### config.mk
export PLATFORM = sky130hd
export DESIGN_NAME = icache_victim_select
export DESIGN_NICKNAME = d
export VERILOG_FILES = /design/src/icache_pkg.sv /design/src/icache_victim_select.sv
export SDC_FILE = /design/constraint.sdc
export NUM_CORES = 1
export LEC_CHECK = 0
export BUFFER_PORTS_ARGS = -buffer_cell sky130_fd_sc_hd__buf_4
export CAP_MARGIN = 20
export CORE_AREA = 2 2 39 41
export DETAILED_ROUTE_END_ITERATION = 8
export DIE_AREA = 0 0 41 43
export PLACE_DENSITY_LB_ADDON = 0.15
export REMOVE_ABC_BUFFERS = 1
export SYNTH_ARGS = -nofsm -noshare
export SYNTH_HDL_FRONTEND = slang
export SYNTH_SLANG_ARGS = --single-unit
### constraint.sdc
create_clock -name clk -period 0.99 [get_ports clk]
set_input_delay 0.0495 -clock clk [delete_from_list [all_inputs] [get_ports clk]]
set_output_delay 0.0495 -clock clk [all_outputs]
set_load 0.05 [all_outputs]
### src/icache_pkg.sv
//////////////////////////////
// Geometry and shared types of the instruction cache
// Referenced by scoped name from every module of the cache
//////////////////////////////

`default_nettype none

package icache_pkg;

   localparam int NB_WAYS = 4;
   localparam int NB_SETS = 16;
   localparam int SET_W   = 4;
   localparam int TAG_W   = 24;
   localparam int LINE_W  = 128;
   localparam int WORD_W  = 32;

   // Last set index swept by a full flush
   localparam logic [SET_W-1:0] FLUSH_LAST = SET_W'(NB_SETS - 1);

   // Fetch address split into cache fields
   typedef struct packed {
      logic [TAG_W-1:0] tag;
      logic [SET_W-1:0] set;
      logic [1:0]       word;      // Word inside the 128-bit line
      logic [1:0]       byte_off;
   } fetch_addr_t;

   typedef struct packed {
      logic             valid;
      logic [TAG_W-1:0] tag;
   } tag_entry_t;

   typedef logic [NB_WAYS-1:0] way_oh_t;   // One-hot way
   typedef logic [LINE_W-1:0]  line_t;
   typedef logic [WORD_W-1:0]  word_t;

   // Write command to the tag arrays
   typedef struct packed {
      logic             we;
      way_oh_t          way_mask;
      logic [SET_W-1:0] set;
      tag_entry_t       entry;
   } tag_cmd_t;

endpackage

`default_nettype wire

### src/icache_victim_select.sv
//////////////////////////////
// Way to refill on a miss
// First free way, else a pseudo-random way from an LFSR
//////////////////////////////

`default_nettype none

module icache_victim_select (
   input  wire                               clk,
   input  wire                               rst_n,
   input  wire                               choose_i,
   input  wire                               all_valid_i,
   input  wire icache_pkg::way_oh_t          free_way_i,
   output icache_pkg::way_oh_t               victim_way_o
);

   logic [7:0] lfsr_q;
   logic       feedback;

   // Taps for x^8 + x^6 + x^5 + x^4 + 1
   assign feedback = lfsr_q[7] ^ lfsr_q[5] ^ lfsr_q[4] ^ lfsr_q[3];

   always_ff @(posedge clk or negedge rst_n)
   begin
      if (!rst_n)
      begin
         lfsr_q <= 8'hA5;   // Any non-zero seed
      end
      else if (choose_i)
      begin
         lfsr_q <= {lfsr_q[6:0], feedback};
      end
   end

   // Low LFSR bits name the way when the set is full
   assign victim_way_o = all_valid_i ? icache_pkg::way_oh_t'(1 << lfsr_q[1:0]) : free_way_i;

endmodule

`default_nettype wire

==> impl_metrics.yaml <==
outcome:
  status: "finished, violations left"
  violations: "setup timing"
power:
  p_clk_frac: 0.137
  powerDensity_mw_per_mm2: 3080
  p_int_w: 0.00113
  peakVddDrop_mv: 0.904
  leakage_nw: 0.251
  totalPowerFinal_w: 0.00173
  pwr-share-comb: 0.455
  p_sw_frac: 0.346
  power_switching_w: 0.000598
  pwr-share-seq: 0.409
placed_design:
  io_buffers: 11
  dp.final_hpwl_um: 504
  placed_cell_area_um2: 483
  dp_cells: 58
  gp_congestion: 0.607
sta:
  final_max_slew_viol_count: 0
  clock_skew_ns: 0.00147
  worst_pin_slew_ns: 0.188
  finalHoldViolCount: 0
  setup_viol: 4
  final.setup.worst_slack_ns: -0.322
  min_period_over_period: 1.33
  rsz0062_at_grt: "yes"
  timing.fmax_mhz: 762
  slew_headroom: 0.875
  post-route-min-period_ns: 1.31
clock_tree:
  cts_tree: "built"
  cts.sinks: 8
  clkLatencyLatePin_ns: 0.24
  cts.path.max_buffers: 2
  clk_pin_slew_worst_paths_ns: 0.05
  cts_inserted_buffers: 3
  cts_root_buf: "clkbuf_4"
  htree_levels: 1
die:
  coreArea_mm2: 0.00138
  rows: 14
  die_h_um: 43
  start_util: 0.283
  die_w_um: 41
  die_area_mm2: 0.00176
  ios: 12
critical_path:
  endpoint: "victim_way_o[0]"
  cp_slowest_stage_delay_ns: 0.55
  timing.rr.start: "lfsr_q[5]"
  worstSetupPathType: "flip-flop to primary output"
  end_kind: "primary output"
  crit_chain: "nor2_1, mux2_4, buf_8"
  cp-start-kind: "flip-flop"
  arrival_ns: 1.26
  path_delay_family: "flip-flops"
  crit_path_start: "lfsr_q[0]"
  cp.buffers_inverters: 1
  path_depth: 3
  cp_max_fo: 5
  r2r_end: "lfsr_q[0]"
  cp_slowest_cell: "dfstp_2"
  reg2reg_depth: 3
  reg2reg_slack_ns: 0.01
  worstPathRequired_ns: 0.94
routing:
  postRouteAntennaNets: 0
  viasPerCell: 4.55
  dr_total_vias: 291
  route.detailed.drc: 0
  drt-initial-drc-count: 0
  drt_wl_total_um: 716
  wire_per_inst_um: 11.2
  drt-pass1-iter-count: 1
cells_and_area:
  top_regs: "lfsr_q x8"
  syn2layout_area_growth_pct: 43.5
  nets: 58
  final_area_um2: 562
  largest_reg_flops: 8
  drive_gt1_frac: 0.583
  final_cells: 64
  n_antenna_cell: 0
  fill_cells: 145
  largest_register: "lfsr_q"
min_path:
  hold_class: "input port to flip-flop"
  hold_depth: 2
yosys:
  synthCells: 32
  avgSynthCellArea_um2: 12.2
  yosys_warnings: 0
  ys_top_cells_by_area: "dfstp_2 27%, dfrtp_1 26%, mux2_2 14%, mux2_1 8.6%, xnor2_1 6.7%"
  ys_seq_elements: 8
  synth_top_area_share: 0.268
  netlist_area_um2: 392
  synth.distinct_cells: 12
  seq_area_frac_synth: 0.524
  yosysTopAreaCell: "dfstp_2"
global_routing:
  grt_overflow: 0
  grt_pass1_vias: 267
  grt_pass1_wl_um: 1090
  antenna_found_initial: 0
  grt_max_degree: 10
  track_usage: 0.0975
flow_run:
  max-cap-violations: 0
[routing by layer]
layer | up-vias | track usage | share of wire
met1 | 140 | 0.110 | 0.42
met5 | - | 0 | 0
met4 | 0 | 0.0800 | 0
li1 | 141 | - | -
met2 | 10 | 0.141 | 0.52
met3 | 0 | 0.0314 | 0.057
[worst register-to-register path, delay by kind of cell (launching register included)]
| family | cells | cell delay, ns |
|---|---|---|
| flops | 1 | 0.56 |
| xor+xnor | 2 | 0.26 |
| compound gates | 1 | 0.08 |
[placed cells by master, fill, tap and decap left out]
cell type,n
a21oi_1,1
buf_4,11
buf_6,1
buf_8,1
clkbuf_4,3
dfrtp_1,4
dfstp_2,4
dlygate4sd3_1,1
inv_1,3
mux2_1,3
mux2_2,4
mux2_4,1
nand3_2,1
nand3b_1,2
nor2_1,2
o21ai_0,2
o21ai_2,1
xnor2_1,2
xnor2_2,1
[worst min path at each step]
stage | from | to | slack (ns)
3_5_place_dp | rst_n | lfsr_q[6] | -0.13
3_3_place_gp | rst_n | lfsr_q[6] | -0.13
6_report | choose_i | lfsr_q[0] | 0.04
5_1_grt | choose_i | lfsr_q[0] | 0.05
2_1_floorplan | rst_n | lfsr_q[1] | -0.25
4_1_cts | choose_i | lfsr_q[0] | 0.03
[layout make-up]
class                      count  area [um^2]  share of cell area
timing repair buffer          14          119               0.212
tap                           16         20.0              0.0356
sequential                     8          205               0.365
inverter                       3         11.3              0.0200
multi-input combinational     20          184               0.327
clock buffer                   3         22.5              0.0401
[cells in the mapped netlist]
cell type  n
dfrtp_1    4
xnor2_1    3
mux2_2     5
dfstp_2    4
inv_1      3
nand3_1    1
nor2_1     2
a21oi_1    1
o21ai_0    3
buf_6      1
nand3b_1   2
mux2_1     3
[power groups by stage]
| stage | logic [W] | clock network [W] | registers, W |
|---|---|---|---|
| final | 0.000786 | 0.000236 | 0.000706 |
| after global routing | 0.000851 | 0.000275 | 0.000748 |
| after CTS | 0.000714 | 0.000257 | 0.000687 |
| after detailed placement | 0.000650 | 0 | 0.000698 |
| after global placement | 0.000642 | 0 | 0.000688 |
| after floorplan | 0.000508 | 0 | 0.000664 |
[logic make-up (layout without fill, tap and decap cells)]
group	after synthesis	count (layout)	synth area share
compound gates	4	4	0.0511
xor+xnor	3	3	0.0671
buf+inv	4	20	0.0575
flops	8	8	0.524
mux	8	8	0.230
simple gates	5	5	0.0703
[metrics by stage]
stage	hold WS [ns]	TNS (ns)	setup WS, ns	util
after floorplan	-0.246	-0.670	-0.226	-
after global placement	-0.132	-0.0787	-0.0787	0.349
after detailed placement	-0.128	-0.0926	-0.0926	0.349
after CTS	0.0261	-1.07	-0.327	0.386
final	0.0397	-1.07	-0.322	0.406
after global routing	0.0499	-1.42	-0.385	0.406
[repair_timing]
action,4_1_cts,5_1_grt
endpoints found under the setup margin,5,5
pin swaps,1,0
hold buffers,1,0
endpoints found under the hold margin,8,0
resized for setup,3,5
buffers inserted,1,1
Power figures use the tool's default switching activity.
