<file path="src/icache_pkg.sv">
//////////////////////////////
// Geometry and shared types of the instruction cache
// Referenced by scoped name from every module of the cache
//////////////////////////////

`default_nettype none

package icache_pkg;

   localparam int NB_WAYS = 4;
   localparam int NB_SETS = 16;
   localparam int SET_W   = 4;
   localparam int TAG_W   = 24;
   localparam int LINE_W  = 128;
   localparam int WORD_W  = 32;

   // Last set index swept by a full flush
   localparam logic [SET_W-1:0] FLUSH_LAST = SET_W'(NB_SETS - 1);

   // Fetch address split into cache fields
   typedef struct packed {
      logic [TAG_W-1:0] tag;
      logic [SET_W-1:0] set;
      logic [1:0]       word;      // Word inside the 128-bit line
      logic [1:0]       byte_off;
   } fetch_addr_t;

   typedef struct packed {
      logic             valid;
      logic [TAG_W-1:0] tag;
   } tag_entry_t;

   typedef logic [NB_WAYS-1:0] way_oh_t;   // One-hot way
   typedef logic [LINE_W-1:0]  line_t;
   typedef logic [WORD_W-1:0]  word_t;

   // Write command to the tag arrays
   typedef struct packed {
      logic             we;
      way_oh_t          way_mask;
      logic [SET_W-1:0] set;
      tag_entry_t       entry;
   } tag_cmd_t;

endpackage

`default_nettype wire

</file>
<file path="src/icache_ctrl_fsm.sv">
//////////////////////////////
// Main control FSM of the instruction cache
// Handles bypass, full and set flush, tag lookup and miss refill
//////////////////////////////

`default_nettype none

module icache_ctrl_fsm (
   input  wire                               clk,
   input  wire                               rst_n,
   input  wire                               bypass_i,
   input  wire                               flush_i,
   input  wire                               flush_set_req_i,
   input  wire icache_pkg::fetch_addr_t      flush_set_addr_i,
   output logic                              flush_set_ack_o,
   output logic                              bypassed_o,
   output logic                              flushed_o,
   input  wire                               fetch_req_i,
   input  wire icache_pkg::fetch_addr_t      fetch_addr_i,
   output logic                              fetch_gnt_o,
   output logic                              fetch_rvalid_o,
   input  wire icache_pkg::way_oh_t          hit_way_i,
   input  wire                               all_valid_i,
   input  wire icache_pkg::way_oh_t          victim_way_i,
   output logic                              choose_o,
   output icache_pkg::tag_cmd_t              tag_cmd_o,
   output logic [icache_pkg::SET_W-1:0]      data_rd_set_o,
   output icache_pkg::way_oh_t               data_wr_way_o,
   output logic [1:0]                        word_sel_o,
   output logic                              use_refill_o,
   output logic                              refill_req_o,
   input  wire                               refill_gnt_i,
   output icache_pkg::fetch_addr_t           refill_addr_o,
   input  wire                               refill_rvalid_i
);

   typedef enum logic [3:0] {
      ST_DISABLED,
      ST_BYP_REFILL,
      ST_BYP_WAIT,
      ST_FLUSH_ALL,
      ST_FLUSH_SET,
      ST_SET_ACK,
      ST_IDLE,
      ST_LOOKUP,
      ST_WAIT_GNT,
      ST_WAIT_DONE
   } state_e;

   state_e                          state_q, state_d;
   icache_pkg::fetch_addr_t         fetch_addr_q;
   icache_pkg::way_oh_t             victim_q;
   logic [icache_pkg::SET_W-1:0]    flush_cnt_q, flush_cnt_d;
   logic                            byp_pend_q, byp_pend_d;
   logic                            save_victim;
   logic                            block_fetch;
   logic                            hit;

   // Tag and data arrays are read with the address the core presents
   assign data_rd_set_o = fetch_addr_i.set;
   assign word_sel_o    = fetch_addr_q.word;
   assign refill_addr_o = fetch_addr_q;
   assign hit           = |hit_way_i;

   // Any maintenance request stops new grants in the enabled states
   assign block_fetch = bypass_i | byp_pend_q | flush_i | flush_set_req_i;

   //////////////////////////////
   // State registers
   //////////////////////////////
   always_ff @(posedge clk or negedge rst_n)
   begin
      if (!rst_n)
      begin
         state_q     <= ST_DISABLED;
         flush_cnt_q <= '0;
         byp_pend_q  <= 1'b0;
      end
      else
      begin
         state_q     <= state_d;
         flush_cnt_q <= flush_cnt_d;
         byp_pend_q  <= byp_pend_d;
      end
   end

   always_ff @(posedge clk)
   begin
      if (fetch_gnt_o)
      begin
         fetch_addr_q <= fetch_addr_i;
      end
      if (save_victim)
      begin
         victim_q <= victim_way_i;   // Way to fill once the line arrives
      end
   end

   //////////////////////////////
   // Next state and outputs
   //////////////////////////////
   always_comb
   begin
      state_d         = state_q;
      flush_cnt_d     = flush_cnt_q;
      byp_pend_d      = byp_pend_q | bypass_i;   // Keep a bypass request seen mid-refill
      fetch_gnt_o     = 1'b0;
      fetch_rvalid_o  = 1'b0;
      flush_set_ack_o = 1'b0;
      bypassed_o      = 1'b0;
      flushed_o       = 1'b0;
      choose_o        = 1'b0;
      save_victim     = 1'b0;
      refill_req_o    = 1'b0;
      use_refill_o    = 1'b0;
      data_wr_way_o   = '0;
      tag_cmd_o       = '0;

      case (state_q)
         ST_DISABLED:
         begin
            bypassed_o      = 1'b1;
            flushed_o       = 1'b1;
            flush_set_ack_o = flush_set_req_i;   // Nothing cached to clear
            byp_pend_d      = 1'b0;
            flush_cnt_d     = '0;
            if (bypass_i)
            begin
               fetch_gnt_o = fetch_req_i;
               if (fetch_req_i)
               begin
                  state_d = ST_BYP_REFILL;
               end
            end
            else
            begin
               state_d = ST_FLUSH_ALL;
            end
         end

         ST_BYP_REFILL:
         begin
            bypassed_o      = 1'b1;
            flushed_o       = 1'b1;
            flush_set_ack_o = flush_set_req_i;
            byp_pend_d      = 1'b0;
            refill_req_o    = 1'b1;
            if (refill_gnt_i)
            begin
               state_d = ST_BYP_WAIT;
            end
         end

         ST_BYP_WAIT:
         begin
            bypassed_o      = 1'b1;
            flushed_o       = 1'b1;
            flush_set_ack_o = flush_set_req_i;
            byp_pend_d      = 1'b0;
            use_refill_o    = 1'b1;
            fetch_rvalid_o  = refill_rvalid_i;   // Single beat
            if (refill_rvalid_i)
            begin
               state_d = ST_DISABLED;
            end
         end

         // One set per cycle in all ways
         ST_FLUSH_ALL:
         begin
            tag_cmd_o = '{we: 1'b1, way_mask: '1, set: flush_cnt_q, entry: '0};
            if (flush_cnt_q == icache_pkg::FLUSH_LAST)
            begin
               flushed_o   = 1'b1;
               flush_cnt_d = '0;
               state_d     = ST_IDLE;
            end
            else
            begin
               flush_cnt_d = flush_cnt_q + 1'b1;
            end
         end

         ST_FLUSH_SET:
         begin
            tag_cmd_o = '{we: 1'b1, way_mask: '1, set: flush_set_addr_i.set, entry: '0};
            state_d   = ST_SET_ACK;
         end

         ST_SET_ACK:
         begin
            flush_set_ack_o = 1'b1;
            if (!flush_set_req_i)
            begin
               state_d = ST_IDLE;
            end
         end

         ST_IDLE:
         begin
            flush_cnt_d = '0;
            fetch_gnt_o = fetch_req_i & ~block_fetch;
            if (bypass_i | byp_pend_q)
            begin
               state_d = ST_DISABLED;
            end
            else if (flush_i)
            begin
               state_d = ST_FLUSH_ALL;
            end
            else if (flush_set_req_i)
            begin
               state_d = ST_FLUSH_SET;
            end
            else if (fetch_req_i)
            begin
               state_d = ST_LOOKUP;
            end
         end

         ST_LOOKUP:
         begin
            if (hit)
            begin
               fetch_rvalid_o = 1'b1;
               fetch_gnt_o    = fetch_req_i & ~block_fetch;   // Back-to-back hits
               if (!(fetch_req_i & ~block_fetch))
               begin
                  state_d = ST_IDLE;
               end
            end
            else
            begin
               save_victim  = 1'b1;
               choose_o     = all_valid_i;   // LFSR steps only on a full set
               refill_req_o = 1'b1;
               state_d      = refill_gnt_i ? ST_WAIT_DONE : ST_WAIT_GNT;
            end
         end

         ST_WAIT_GNT:
         begin
            refill_req_o = 1'b1;
            if (refill_gnt_i)
            begin
               state_d = ST_WAIT_DONE;
            end
         end

         // Line lands in the saved way as it is forwarded
         ST_WAIT_DONE:
         begin
            use_refill_o   = 1'b1;
            fetch_rvalid_o = refill_rvalid_i;
            data_wr_way_o  = victim_q & {icache_pkg::NB_WAYS{refill_rvalid_i}};
            tag_cmd_o      = '{we:       refill_rvalid_i,
                               way_mask: victim_q,
                               set:      fetch_addr_q.set,
                               entry:    '{valid: 1'b1, tag: fetch_addr_q.tag}};
            if (refill_rvalid_i)
            begin
               state_d = ST_IDLE;
            end
         end

         default:
         begin
            state_d = ST_DISABLED;
         end
      endcase
   end

endmodule

`default_nettype wire

</file>
<file path="config.mk">
export PLATFORM = sky130hd
export DESIGN_NAME = icache_ctrl_fsm
export DESIGN_NICKNAME = d
export VERILOG_FILES = /design/src/icache_pkg.sv /design/src/icache_ctrl_fsm.sv
export SDC_FILE = /design/constraint.sdc
export NUM_CORES = 1
export LEC_CHECK = 0
export ABC_AREA = 1
export BUFFER_PORTS_ARGS = -buffer_cell sky130_fd_sc_hd__buf_4
export CAP_MARGIN = 20
export CORE_MARGIN = 10
export CORE_UTILIZATION = 44
export DETAILED_ROUTE_END_ITERATION = 16
export PLACE_DENSITY_LB_ADDON = 0.2
export SLEW_MARGIN = 40
export SYNTH_ARGS = -nofsm -noshare
export SYNTH_HDL_FRONTEND = slang
export SYNTH_SLANG_ARGS = --single-unit
</file>
<file path="constraint.sdc">
create_clock -name clk -period 8.5 [get_ports clk]
set_input_delay 1.275 -clock clk [delete_from_list [all_inputs] [get_ports clk]]
set_output_delay 1.275 -clock clk [all_outputs]
set_load 0.005 [all_outputs]
</file>
==> results.toml <==
[run_status]
outcome = "finished, final reports clean"

[sta]
timing.slew.headroom_pct = 59.29
rsz0062_at_grt = "no"
setup_total_negative_slack_ns = 0
finalSetupViolCount = 0
final-max-slew-violation-count = 0
measured_slew_at_the_worst_slew_check_pin_ns = 0.6085
finalWorstPathRequiredPeriod_ns = 3.700
timing.clock.skew_ns = 0.007957
fmax_mhz = 270.3
final.period_utilization_pct = 43.53
timing_hold_violations_final = 0

[logic_synthesis]
postSynthAreaPerCell_um2 = 9.145
netlist_area_um2 = 2250
synthesis.instances = 246
netlist-cell-type-count = 25
synth.net_count = 328
yosys_warnings = 0
ys_seq_elements = 45
seq_area_frac_synth_pct = 58.06

[cts]
tritoncts_num_sinks = 45
cts_tree = "done"
root_buffer = "sky130_fd_sc_hd__clkbuf_8"
clk_latency_ns = 0.29
clock_buffer_count_from_cts = 5
cts-htree-levels = 2
postCtsSetupBuffers = 0
max-clock-path-buffers = 2
clkSlewWorstSetupHoldPaths_ns = 0.08
cts_repair_resize_count = 0
post_cts_hold_fix_bufs = 0

[worst_setup_path]
cp.required_ns = 7.22
crit_type = "input port to output port"
kind_of_start_point_of_the_critical_path = "input port"
critical_path_peak_fanout = 4
nature_of_the_critical_path_endpoint = "output port"
worst-endpoint-arrival_ns = 2.42

[finish]
final_nets = 463
drive_gt1_share_pct = 43.72
fillers = 379
antennaDiodeCount = 0
areaGrowthSynthToFinish_pct = 52.06
finish.instance_area_um2 = 3421

[route]
met2_length_um = 3791
drt_wl_cell_um = 16.47
met3WireLength_um = 693
dr.first_iter.drc_count = 67
postRouteAntennaNets = 0
first_pass_iters = 4
drt_wl_total_um = 7396
routed-via-count = 2091
routed.top_layer = "met4"
drc_errors = 0
routed_via_density = 4.657
detail_route.wirelength.met1_um = 2824

[worst_hold_path]
hold_path_class = "flop to flop"

[global_routing]
globalRoute.totalOverflow = 0
first_global_vias = 2043
grt_first_pass_wirelength_um = 11180
grt_util_all_layers_pct = 16.83
grt_antenna_before_repair = 0
grt_start_max_net_pins = 33

[placed_design]
dp_hpwl_um = 6171
gp_routability_congestion = 0.9182
port_buffers = 136
detailed_place.area_um2 = 3314

[die]
design.core.area_um2 = 4848
initial_core_util_pct = 46.40
floorplan.rows = 25
die_width_um = 91.51
chipHeight_um = 91.51
ioPinCount = 165
die_area_um2 = 8373

[power]
p_leak_nw = 1.760
power-per-cell-area_nw_per_um2 = 216.4
peakVddDrop_v = 0.0001667

[run]
drv_cap = 0
-- worst max-delay path, cell delays in order --
cell	delay, ns
sky130_fd_sc_hd__buf_4	0.12
sky130_fd_sc_hd__nor2_1	0.19
sky130_fd_sc_hd__nand3_1	0.26
sky130_fd_sc_hd__o21ai_4	0.23
sky130_fd_sc_hd__nand2_1	0.11
sky130_fd_sc_hd__o21ai_4	0.08
sky130_fd_sc_hd__buf_4	0.16
-- path summary, 6_finish.rpt --
kind	slack [ns]	start	to	cells after the start
max	4.80	bypass_i	fetch_gnt_o	7
min	0.55	byp_pend_q	byp_pend_q	2
max reg2reg	6.48	byp_pend_q	refill_addr_o[8]	6
min reg2reg	0.55	byp_pend_q	byp_pend_q	2
max in group asynchronous	7.56	rst_n	state_q[2]	1
min in group asynchronous	0.80	rst_n	byp_pend_q	1
-- cell usage in the layout (no fill, tap or decap), types with 2 or more instances in the layout --
| cell type | n |
|---|---|
| sky130_fd_sc_hd__edfxtp_1 | 36 |
| sky130_fd_sc_hd__nand2_4 | 2 |
| sky130_fd_sc_hd__o21ai_4 | 2 |
| sky130_fd_sc_hd__clkbuf_8 | 5 |
| sky130_fd_sc_hd__a21oi_1 | 3 |
| sky130_fd_sc_hd__inv_1 | 47 |
| sky130_fd_sc_hd__nor2_4 | 3 |
| sky130_fd_sc_hd__nand2_2 | 7 |
| sky130_fd_sc_hd__dfrtp_1 | 9 |
| sky130_fd_sc_hd__o211ai_1 | 5 |
| sky130_fd_sc_hd__nor2_2 | 4 |
| sky130_fd_sc_hd__nand2_1 | 43 |
| sky130_fd_sc_hd__nor2_1 | 41 |
| sky130_fd_sc_hd__o21ai_0 | 10 |
| sky130_fd_sc_hd__inv_2 | 4 |
| sky130_fd_sc_hd__buf_4 | 137 |
| sky130_fd_sc_hd__nand3_1 | 14 |
-- Yosys cell counts, drive strengths merged --
cell	number	area share, %
nand2	52	10
dfrtp	9	10
edfxtp	36	48
inv	51	8.5
nor3	1	0.22
o21a	1	0.33
o21ai	12	3.2
o22ai	1	0.28
a21oi	4	1.1
nor2	48	9.5
ha	1	0.56
xor2	1	0.39
o211ai	5	1.7
clkbuf	1	0.17
nand3	15	3.6
buf	8	2.4
-- area by class of cell --
cell class,count,area [um2],share of cell area (%)
sequential,45,1306,38.19
timing repair buffer,137,1028,30.07
multi-input combinational,141,704.4,20.59
inverter,51,191.4,5.596
tap,67,83.83,2.451
clock buffer,6,72.57,2.121
clock inverter,2,33.78,0.9876
-- registers in the layout, indices dropped and copies added (netlist names) --
name,flops
state_q,4
word_sel_o,2
refill_addr_o,30
flush_cnt_q,4
byp_pend_q,1
victim_q,4
-- metal layers --
| layer | track usage (%) | vias to the layer above |
|---|---|---|
| met5 | 0 | - |
| met4 | 4.178 | 0 |
| met3 | 5.844 | 8 |
| met2 | 29.68 | 99 |
| met1 | 18.86 | 948 |
| li1 | - | 1036 |
-- report_power, final --
| part | total [mW] | leakage [nW] | switching (mW) | internal, mW |
|---|---|---|---|---|
| combinational | 0.292 | 1.26 | 0.164 | 0.127 |
| sequential | 0.295 | 0.447 | 0.0211 | 0.274 |
| clock | 0.153 | 0.0528 | 0.0667 | 0.0867 |
-- per-stage QoR --
| stage | util [%] | power, mW | setup slack [ns] | hold WS (ns) | std cells |
|---|---|---|---|---|---|
| 2_1_floorplan | - | 0.4547 | 3.167 | 0.4873 | 246 |
| 3_3_place_gp | 68.36 | 0.5854 | 4.828 | 0.5076 | 441 |
| 3_5_place_dp | 68.36 | 0.5917 | 4.797 | 0.5435 | 441 |
| 4_1_cts | 70.55 | 0.7451 | 4.796 | 0.5617 | 449 |
| 5_1_grt | 70.55 | 0.7905 | 4.686 | 0.5846 | 449 |
| 6_report | 70.55 | 0.7402 | 4.800 | 0.5484 | 449 |
-- cells by family (layout without fill, tap and decap cells) --
logic type	after synthesis	after routing	share of synthesized area, %
fa+ha+maj	1	1	0.5561
simple gates	116	116	23.36
flops	45	45	58.06
xor+xnor	1	1	0.3894
buf+inv	60	196	11.12
compound gates	23	23	6.508
(Power assumes the default switching activity.)
