==> src/icache_pkg.sv <==
//////////////////////////////
// Geometry and shared types of the instruction cache
// Referenced by scoped name from every module of the cache
//////////////////////////////

`default_nettype none

package icache_pkg;

   localparam int NB_WAYS = 4;
   localparam int NB_SETS = 16;
   localparam int SET_W   = 4;
   localparam int TAG_W   = 24;
   localparam int LINE_W  = 128;
   localparam int WORD_W  = 32;

   // Last set index swept by a full flush
   localparam logic [SET_W-1:0] FLUSH_LAST = SET_W'(NB_SETS - 1);

   // Fetch address split into cache fields
   typedef struct packed {
      logic [TAG_W-1:0] tag;
      logic [SET_W-1:0] set;
      logic [1:0]       word;      // Word inside the 128-bit line
      logic [1:0]       byte_off;
   } fetch_addr_t;

   typedef struct packed {
      logic             valid;
      logic [TAG_W-1:0] tag;
   } tag_entry_t;

   typedef logic [NB_WAYS-1:0] way_oh_t;   // One-hot way
   typedef logic [LINE_W-1:0]  line_t;
   typedef logic [WORD_W-1:0]  word_t;

   // Write command to the tag arrays
   typedef struct packed {
      logic             we;
      way_oh_t          way_mask;
      logic [SET_W-1:0] set;
      tag_entry_t       entry;
   } tag_cmd_t;

endpackage

`default_nettype wire

==> src/icache_tag_store.sv <==
//////////////////////////////
// Tag arrays of all ways with valid bits
// Registered read, hit compare and lowest free way
//////////////////////////////

`default_nettype none

module icache_tag_store (
   input  wire                               clk,
   input  wire                               rst_n,
   input  wire icache_pkg::tag_cmd_t         tag_cmd_i,
   input  wire                               rd_en_i,
   input  wire [icache_pkg::SET_W-1:0]       rd_set_i,
   input  wire [icache_pkg::TAG_W-1:0]       cmp_tag_i,
   output icache_pkg::way_oh_t               hit_way_o,
   output logic                              all_valid_o,
   output icache_pkg::way_oh_t               free_way_o
);

   icache_pkg::tag_entry_t rd_entry [icache_pkg::NB_WAYS];

   for (genvar w = 0; w < icache_pkg::NB_WAYS; w++)
   begin : g_way
      logic [icache_pkg::NB_SETS-1:0] valid_q;
      logic [icache_pkg::TAG_W-1:0]   tag_mem [icache_pkg::NB_SETS];
      icache_pkg::tag_entry_t         rd_q;
      logic                           wr_en;

      assign wr_en = tag_cmd_i.we & tag_cmd_i.way_mask[w];

      // Valid bits start cleared
      always_ff @(posedge clk or negedge rst_n)
      begin
         if (!rst_n)
         begin
            valid_q <= '0;
         end
         else if (wr_en)
         begin
            valid_q[tag_cmd_i.set] <= tag_cmd_i.entry.valid;
         end
      end

      always_ff @(posedge clk)
      begin
         if (wr_en)
         begin
            tag_mem[tag_cmd_i.set] <= tag_cmd_i.entry.tag;
         end
         if (rd_en_i)
         begin
            rd_q <= '{valid: valid_q[rd_set_i], tag: tag_mem[rd_set_i]};
         end
      end

      assign rd_entry[w] = rd_q;
   end

   //////////////////////////////
   // Compare on the registered entries
   //////////////////////////////
   always_comb
   begin
      hit_way_o   = '0;
      free_way_o  = '0;
      all_valid_o = 1'b1;
      for (int w = icache_pkg::NB_WAYS - 1; w >= 0; w--)
      begin
         hit_way_o[w] = rd_entry[w].valid & (rd_entry[w].tag == cmp_tag_i);
         all_valid_o  = all_valid_o & rd_entry[w].valid;
         if (!rd_entry[w].valid)
         begin
            free_way_o    = '0;   // Lowest invalid way wins
            free_way_o[w] = 1'b1;
         end
      end
   end

endmodule

`default_nettype wire

==> config.mk <==
export PLATFORM = sky130hd
export DESIGN_NAME = icache_tag_store
export DESIGN_NICKNAME = d
export VERILOG_FILES = /design/src/icache_pkg.sv /design/src/icache_tag_store.sv
export SDC_FILE = /design/constraint.sdc
export NUM_CORES = 1
export LEC_CHECK = 0
export BUFFER_PORTS_ARGS = -buffer_cell sky130_fd_sc_hd__buf_2
export CORE_MARGIN = 8
export CORE_UTILIZATION = 40
export CTS_CLUSTER_SIZE = 12
export DETAILED_ROUTE_END_ITERATION = 10
export GPL_TIMING_DRIVEN = 0
export MAX_ROUTING_LAYER = met4
export SETUP_SLACK_MARGIN = 0.5
export SLEW_MARGIN = 40
export SYNTH_ARGS = -nofsm -noshare
export SYNTH_HDL_FRONTEND = slang
export SYNTH_SLANG_ARGS = --single-unit
export TNS_END_PERCENT = 1
==> constraint.sdc <==
create_clock -name clk -period 1.5 [get_ports clk]
set_input_delay 0.075 -clock clk [delete_from_list [all_inputs] [get_ports clk]]
set_output_delay 0.075 -clock clk [all_outputs]
set_load 0.03 [all_outputs]
==> flow_metrics.tcl, run 1 <==
set metrics [dict create \
    clock_skew_ns 0.0277 \
    p_total_mw 100 \
    grtUsageTotal 0.204 \
    rsz0062_at_grt "true" \
    status "finished with violations" \
    layout.cells.most_common_list "edfxtp_1, mux4_2, clkbuf_16, a22oi_2, clkbuf_1" \
    critPathMaxFanout 1 \
    fin_ws_ns -1.07 \
    peakVddDrop_v 0.00113 \
    drive_above_1_share 0.352 \
    pwr-share-seq 0.534 \
    intPower_mw 78.4 \
    synth_top_cell_by_area "edfxtp_1" \
    clkLatencyLatePin_ns 0.81 \
    synth-seq-cells 1700 \
    synth-seq-area-share 0.786 \
    finalSetupTns_ns -5.60 \
    die_x_um 418 \
    synth_cells 2843 \
    yosysTopAreaCellShare 0.761 \
    syn_area_per_cell_um2 22.7 \
    fin_cells 5533 \
    vias_per_cell 5.65 \
    route.layer.met1.wl_mm 70.6 \
    route.detailed.drc 0 \
    numCtsBuffers 175 \
    place_congestion 0.785 \
    pwr-share-comb 0.066 \
    fin_nets 3298 \
    core_area_mm2 0.160 \
    slew_headroom 0.407 \
    syn-num-nets 2908 \
    arrival_ns 2.49 \
    p_per_area_mw_per_mm2 1290 \
    crit_chain "xor2_1, nor4_2, nand3_2, nor4_4, buf_6" \
    hold_class "in -> reg" \
    die_area_mm2 0.174 \
    routed-wl-met2_mm 83.9 \
    rows 147 \
    num_vias 31274 \
    layout_commonest_cell "edfxtp_1" \
    path_clk_slew_ns 0.06 \
    min_period_ns 2.57 \
    tightest_slew_ns 0.889 \
    grt_pass1_wl_mm 246 \
    fmax_ghz 0.390 \
    cp_data_required_time_ns 1.42 \
    root_buffer "clkbuf_16" \
    drt-total-wl_mm 174 \
    yosys-top-cells-area "edfxtp_1, mux4_2, dfrtp_1" \
    critPathMaxStageDelay_ns 0.40 \
    whs_ns -0.199 \
    synth_cell_types 21 \
    fp.dieH_um 418 \
    num-fill-cells 12949 \
    htreeDepth 4 \
    dp_hpwl_mm 110 \
    top_layer "met4" \
    gr-total-overflow 0 \
    violations "hold timing, setup timing" \
    placedCellCount 5173 \
    setup_viol 22 \
    p_leak_nw 24.8 \
    antenna_left 0 \
    p_clk_frac 0.400 \
    placed_area_mm2 0.0710 \
    netSwitchingFraction 0.219 \
    synth_warnings 0 \
    drtIter0Drc 3650 \
    fin_area_mm2 0.0776 \
    initial_utilization 0.402 \
    worstSetupPathType "reg -> out" \
    finalHoldViolCount 519 \
    firstDrtPassIters 5 \
    cts_tree "built" \
    drv_cap 0 \
    p_switching_mw 22.0 \
    area_growth_pct 20.2 \
    wl_met3_mm 12.5 \
    io_pins 74 \
    slew_viol_final 0 \
    startpoint_type "flop" \
    min_period_over_period 1.71 \
    grt_pass1_vias 32077 \
    antenna_found_initial 11 \
    crit_slowest_cell "edfxtp_1" \
    grt_max_degree 65 \
    wire_per_inst_um 31.5 \
    syn_area_mm2 0.0646 \
    clk_path_buf_depth 3 \
    cp-end-kind "output port" \
    io_buffer_count 69 \
    cts_sinks 1700 \
]
-- logic make-up after synthesis --
family | share of synthesized area
DFF | 0.786
AOI/OAI and AO/OA | 0.0233
xor gates and xnor gates | 0.0130
buffers and inverters | 0.0118
muxes | 0.151
and+or+nand+nor | 0.0153
-- cell type report --
| cell class | instances | area, um2 | area share |
|---|---|---|---|
| flip-flops and latches | 1700 | 50700 | 0.654 |
| multi-input cells | 996 | 14500 | 0.188 |
| clock buffers | 247 | 4740 | 0.0611 |
| repair buffers | 213 | 3180 | 0.0410 |
| well taps | 2160 | 2700 | 0.0348 |
| plain buffers | 145 | 1200 | 0.0155 |
| clock inverters | 66 | 457 | 0.00589 |
| diodes | 4 | 10.0 | 0.000129 |
| inverters | 2 | 7.51 | 0.0000968 |
-- power groups by stage --
stage | clock network [mW] | registers (mW) | logic [mW]
3_3_place_gp | 0 | 54.7 | 5.87
2_1_floorplan | 0 | 54.5 | 3.39
6_report | 40.2 | 53.6 | 6.60
5_1_grt | 42.7 | 53.7 | 6.98
3_5_place_dp | 0 | 54.7 | 6.15
4_1_cts | 40.9 | 53.6 | 6.54
-- layer usage --
metal  GRT usage  vias up
met5           -        -
met4      0.0758        0
met3      0.0365      259
met2       0.319     1244
met1       0.271    16957
li1            -    12814
-- what timing repair did --
action                                 4_1_cts  5_1_grt
pin swaps                                  151      100
gates resized for setup                    143       60
endpoints found under the hold margin     2383      590
setup endpoints to repair                  612      287
hold buffers                                32        1
setup buffers                                4        0
-- registers in the layout, summed over array words and instances, names as in the netlist --
signal and cells:
g_way.rd_q 100, g_way.valid_q 64, g_way.tag_mem 1536
-- worst max-delay path, delay by kind of cell, from the launching register on --
kind | cells | cell delay, ns
XOR/XNOR | 1 | 0.21
buffers and inverters | 1 | 0.19
flip-flops | 1 | 0.40
AND/OR/NAND/NOR | 3 | 0.90
-- worst paths after layout --
kind                                               from                  endpoint  slack [ns]  cells after the start
max in group asynchronous                         rst_n       g_way[1].valid_q[8]        0.59                      4
min in group asynchronous                         rst_n       g_way[2].valid_q[3]        0.37                      3
worst min register to register      g_way[0].valid_q[6]       g_way[0].valid_q[6]        0.50                      1
worst max register to register  g_way[1].tag_mem[11][5]          g_way[1].rd_q[5]       -0.07                      3
worst min-delay path                      tag_cmd_i[26]  g_way[1].tag_mem[11][23]       -0.20                      3
worst max-delay path                  g_way[1].rd_q[11]              hit_way_o[1]       -1.07                      5
-- cell usage after synthesis (all sizes together) --
library cell,instances
nand3,15
and2,1
nor2,71
nor3,4
inv,2
xor2,60
nand4,9
buf,87
nor2b,6
mux2,64
xnor2,36
clkbuf,58
edfxtp,1636
nor4,16
mux4,400
dfrtp,64
nand2,114
a22oi,200
-- stage by stage --
stage,utilization,worst slack [ns]
after floorplan,-,-0.00637
final,0.484,-1.07
after CTS,0.481,-1.19
after detailed placement,0.443,-1.21
after global routing,0.484,-1.15
after global placement,0.429,-2.09
No activity file was read; power rests on OpenSTA's default activity.
==> run 2, diff against run 1 <==
Settings changed: CELL_PAD_IN_SITES_DETAIL_PLACEMENT set to 0, CELL_PAD_IN_SITES_GLOBAL_PLACEMENT set to 1, PLACE_DENSITY_LB_ADDON set to 0.1.
==> run 2 against run 1 <==
Effect of this change: the flow still finishes with violations (hold timing, setup timing); wire length is 6.0% higher; sequential share of layout area decreased by 0.40 points; non-clock buffer count did not move; count of clock-buffer cells in the layout decreased by 5; critical endpoint unchanged.
==> flow_metrics.tcl, run 2 (synthesized netlist as in run 1, its figures left out) <==
set metrics [dict create \
    placedCellCount 5177 \
    r2r_cells 3 \
    area_growth_pct 20.9 \
    path_clk_slew_ns 0.06 \
    rsz0062_at_grt "true" \
    r2r_start "g_way[2].tag_mem[11][1]" \
    drive_above_1_share 0.357 \
    min_from "tag_cmd_i[26]" \
    dp_hpwl_mm 119 \
    finalHoldViolCount 464 \
    setup_viol 20 \
    top_regs "g_way.tag_mem x1536, g_way.rd_q x100, g_way.valid_q x64" \
    p_per_area_mw_per_mm2 1310 \
    htreeDepth 4 \
    crit_chain "xor2_1, nor4_2, nand3_1, nor4_4, buf_6" \
    p_switching_mw 22.2 \
    largest-register "g_way.tag_mem" \
    hold_path_end "g_way[1].tag_mem[11][23]" \
    whs_ns -0.162 \
    netSwitchingFraction 0.218 \
    min_period_over_period 1.73 \
    grt_pass1_vias 32643 \
    die_area_mm2 0.174 \
    pwr-share-seq 0.526 \
    pwr-share-comb 0.066 \
    crit_slowest_cell "nor4_2" \
    status "finished with violations" \
    utilization 0.487 \
    antenna_found_initial 11 \
    grt_pass1_wl_mm 257 \
    startpoint_type "flop" \
    clk_path_buf_depth 3 \
    initial_utilization 0.402 \
    worstReg2RegEnd "g_way[2].rd_q[1]" \
    vias_per_cell 5.63 \
    p_leak_nw 25.0 \
    grtUsageTotal 0.217 \
    cts_tree "built" \
    grt_max_degree 65 \
    hold_class "in -> reg" \
    die_x_um 418 \
    gr-total-overflow 0 \
    layout_commonest_cell "edfxtp_1" \
    layout.cells.most_common_list "edfxtp_1, mux4_2, clkbuf_16, a22oi_2, nand2_1" \
    rrSetupSlack_ns -0.12 \
    firstDrtPassIters 7 \
    fmax_ghz 0.385 \
    min_path_cells 3 \
    rows 147 \
    core_area_mm2 0.160 \
    fin_nets 3301 \
    slew_headroom 0.392 \
    wire_per_inst_um 33.4 \
    peakVddDrop_v 0.00119 \
    critPathMaxFanout 1 \
    min_period_ns 2.60 \
    largest_reg_flops 1536 \
    cts_sinks 1700 \
    antenna_left 0 \
    cp-end-kind "output port" \
    p_total_mw 102 \
    clock_skew_ns 0.0256 \
    critPathMaxStageDelay_ns 0.41 \
    tightest_slew_ns 0.912 \
    io_pins 74 \
    fin_cells 5535 \
    drt-total-wl_mm 185 \
    clkLatencyLatePin_ns 0.80 \
    worstSetupPathType "reg -> out" \
    io_buffer_count 69 \
    slew_viol_final 0 \
    route.detailed.drc 0 \
    cp_data_required_time_ns 1.42 \
    finalSetupTns_ns -6.17 \
    drtIter0Drc 3356 \
    num_vias 31183 \
    drv_cap 0 \
    fp.dieH_um 418 \
    violations "hold timing, setup timing" \
    p_clk_frac 0.408 \
    fin_ws_ns -1.10 \
    arrival_ns 2.52 \
    place_congestion 0.787 \
    numCtsBuffers 178 \
    root_buffer "clkbuf_16" \
    intPower_mw 79.9 \
]
-- run 2: changes by cell type in the layout (fill, tap and decap cells not counted), sizes merged, moves of 2 or more --
cell	delta
inv	-4
clkbuf	+2
bufinv	+6
clkinv	+5
buf	-6
dlymetal6s2s	-2
-- run 2: stage by stage --
step | setup slack, ns | area (um2)
after floorplan | -0.00637 | 65700
after global placement | -2.24 | 68800
after detailed placement | -1.28 | 71200
after CTS | -1.22 | 77800
after global routing | -1.21 | 78000
final | -1.10 | 78100
-- run 2: final cells by class --
cell class / instances / area (um2)
Antenna cell: 3 / 7.51
Buffer: 145 / 1210
Clock buffer: 242 / 4810
Clock inverter: 74 / 637
Fill cell: 12990 / 82300
Inverter: 2 / 11.3
Multi-Input combinational cell: 996 / 14600
Sequential cell: 1700 / 50700
Tap cell: 2160 / 2700
Timing Repair Buffer: 213 / 3360
-- run 2: per-layer routing --
| layer | vias to the layer above | share of wire | GRT usage |
|---|---|---|---|
| met1 | 17121 | 0.41 | 0.282 |
| li1 | 12805 | - | - |
| met2 | 1012 | 0.50 | 0.359 |
| met4 | 0 | 0.031 | 0.0648 |
| met5 | - | 0 | - |
| met3 | 245 | 0.055 | 0.0284 |
-- run 2: timing repair --
item	CTS	global route
setup endpoints to repair	596	279
pin swaps	185	80
setup buffers	5	0
hold endpoints to repair	2358	592
resized for setup	165	53
hold buffers	29	2
-- run 2: how the worst max path moves through the flow --
| stage | to | depth (start not counted) | startpoint |
|---|---|---|---|
| finish | hit_way_o[1] | 5 | g_way[1].rd_q[3] |
| global route | hit_way_o[1] | 5 | g_way[1].rd_q[3] |
| CTS | hit_way_o[1] | 5 | g_way[1].rd_q[3] |
| detailed placement | g_way[2].rd_q[2] | 6 | rd_set_i[1] |
| global placement | g_way[2].rd_q[2] | 6 | rd_set_i[1] |
| floorplan | g_way[0].rd_q[0] | 6 | rd_set_i[0] |
-- run 2: power by group through the flow --
| stage | combinational, mW | clock, mW | sequential, mW |
|---|---|---|---|
| 3_5_place_dp | 6.34 | 0 | 54.7 |
| 4_1_cts | 6.77 | 42.6 | 53.7 |
| 3_3_place_gp | 5.99 | 0 | 54.6 |
| 5_1_grt | 7.14 | 44.3 | 53.7 |
| 6_report | 6.75 | 41.7 | 53.7 |
| 2_1_floorplan | 3.39 | 0 | 54.5 |
-- run 2: worst max-delay path: cells and delay by family, from the launching register on --
| kind | cells | cell delay, ns |
|---|---|---|
| buf+inv | 1 | 0.20 |
| simple gates | 3 | 0.97 |
| xor+xnor | 1 | 0.20 |
| flops | 1 | 0.37 |
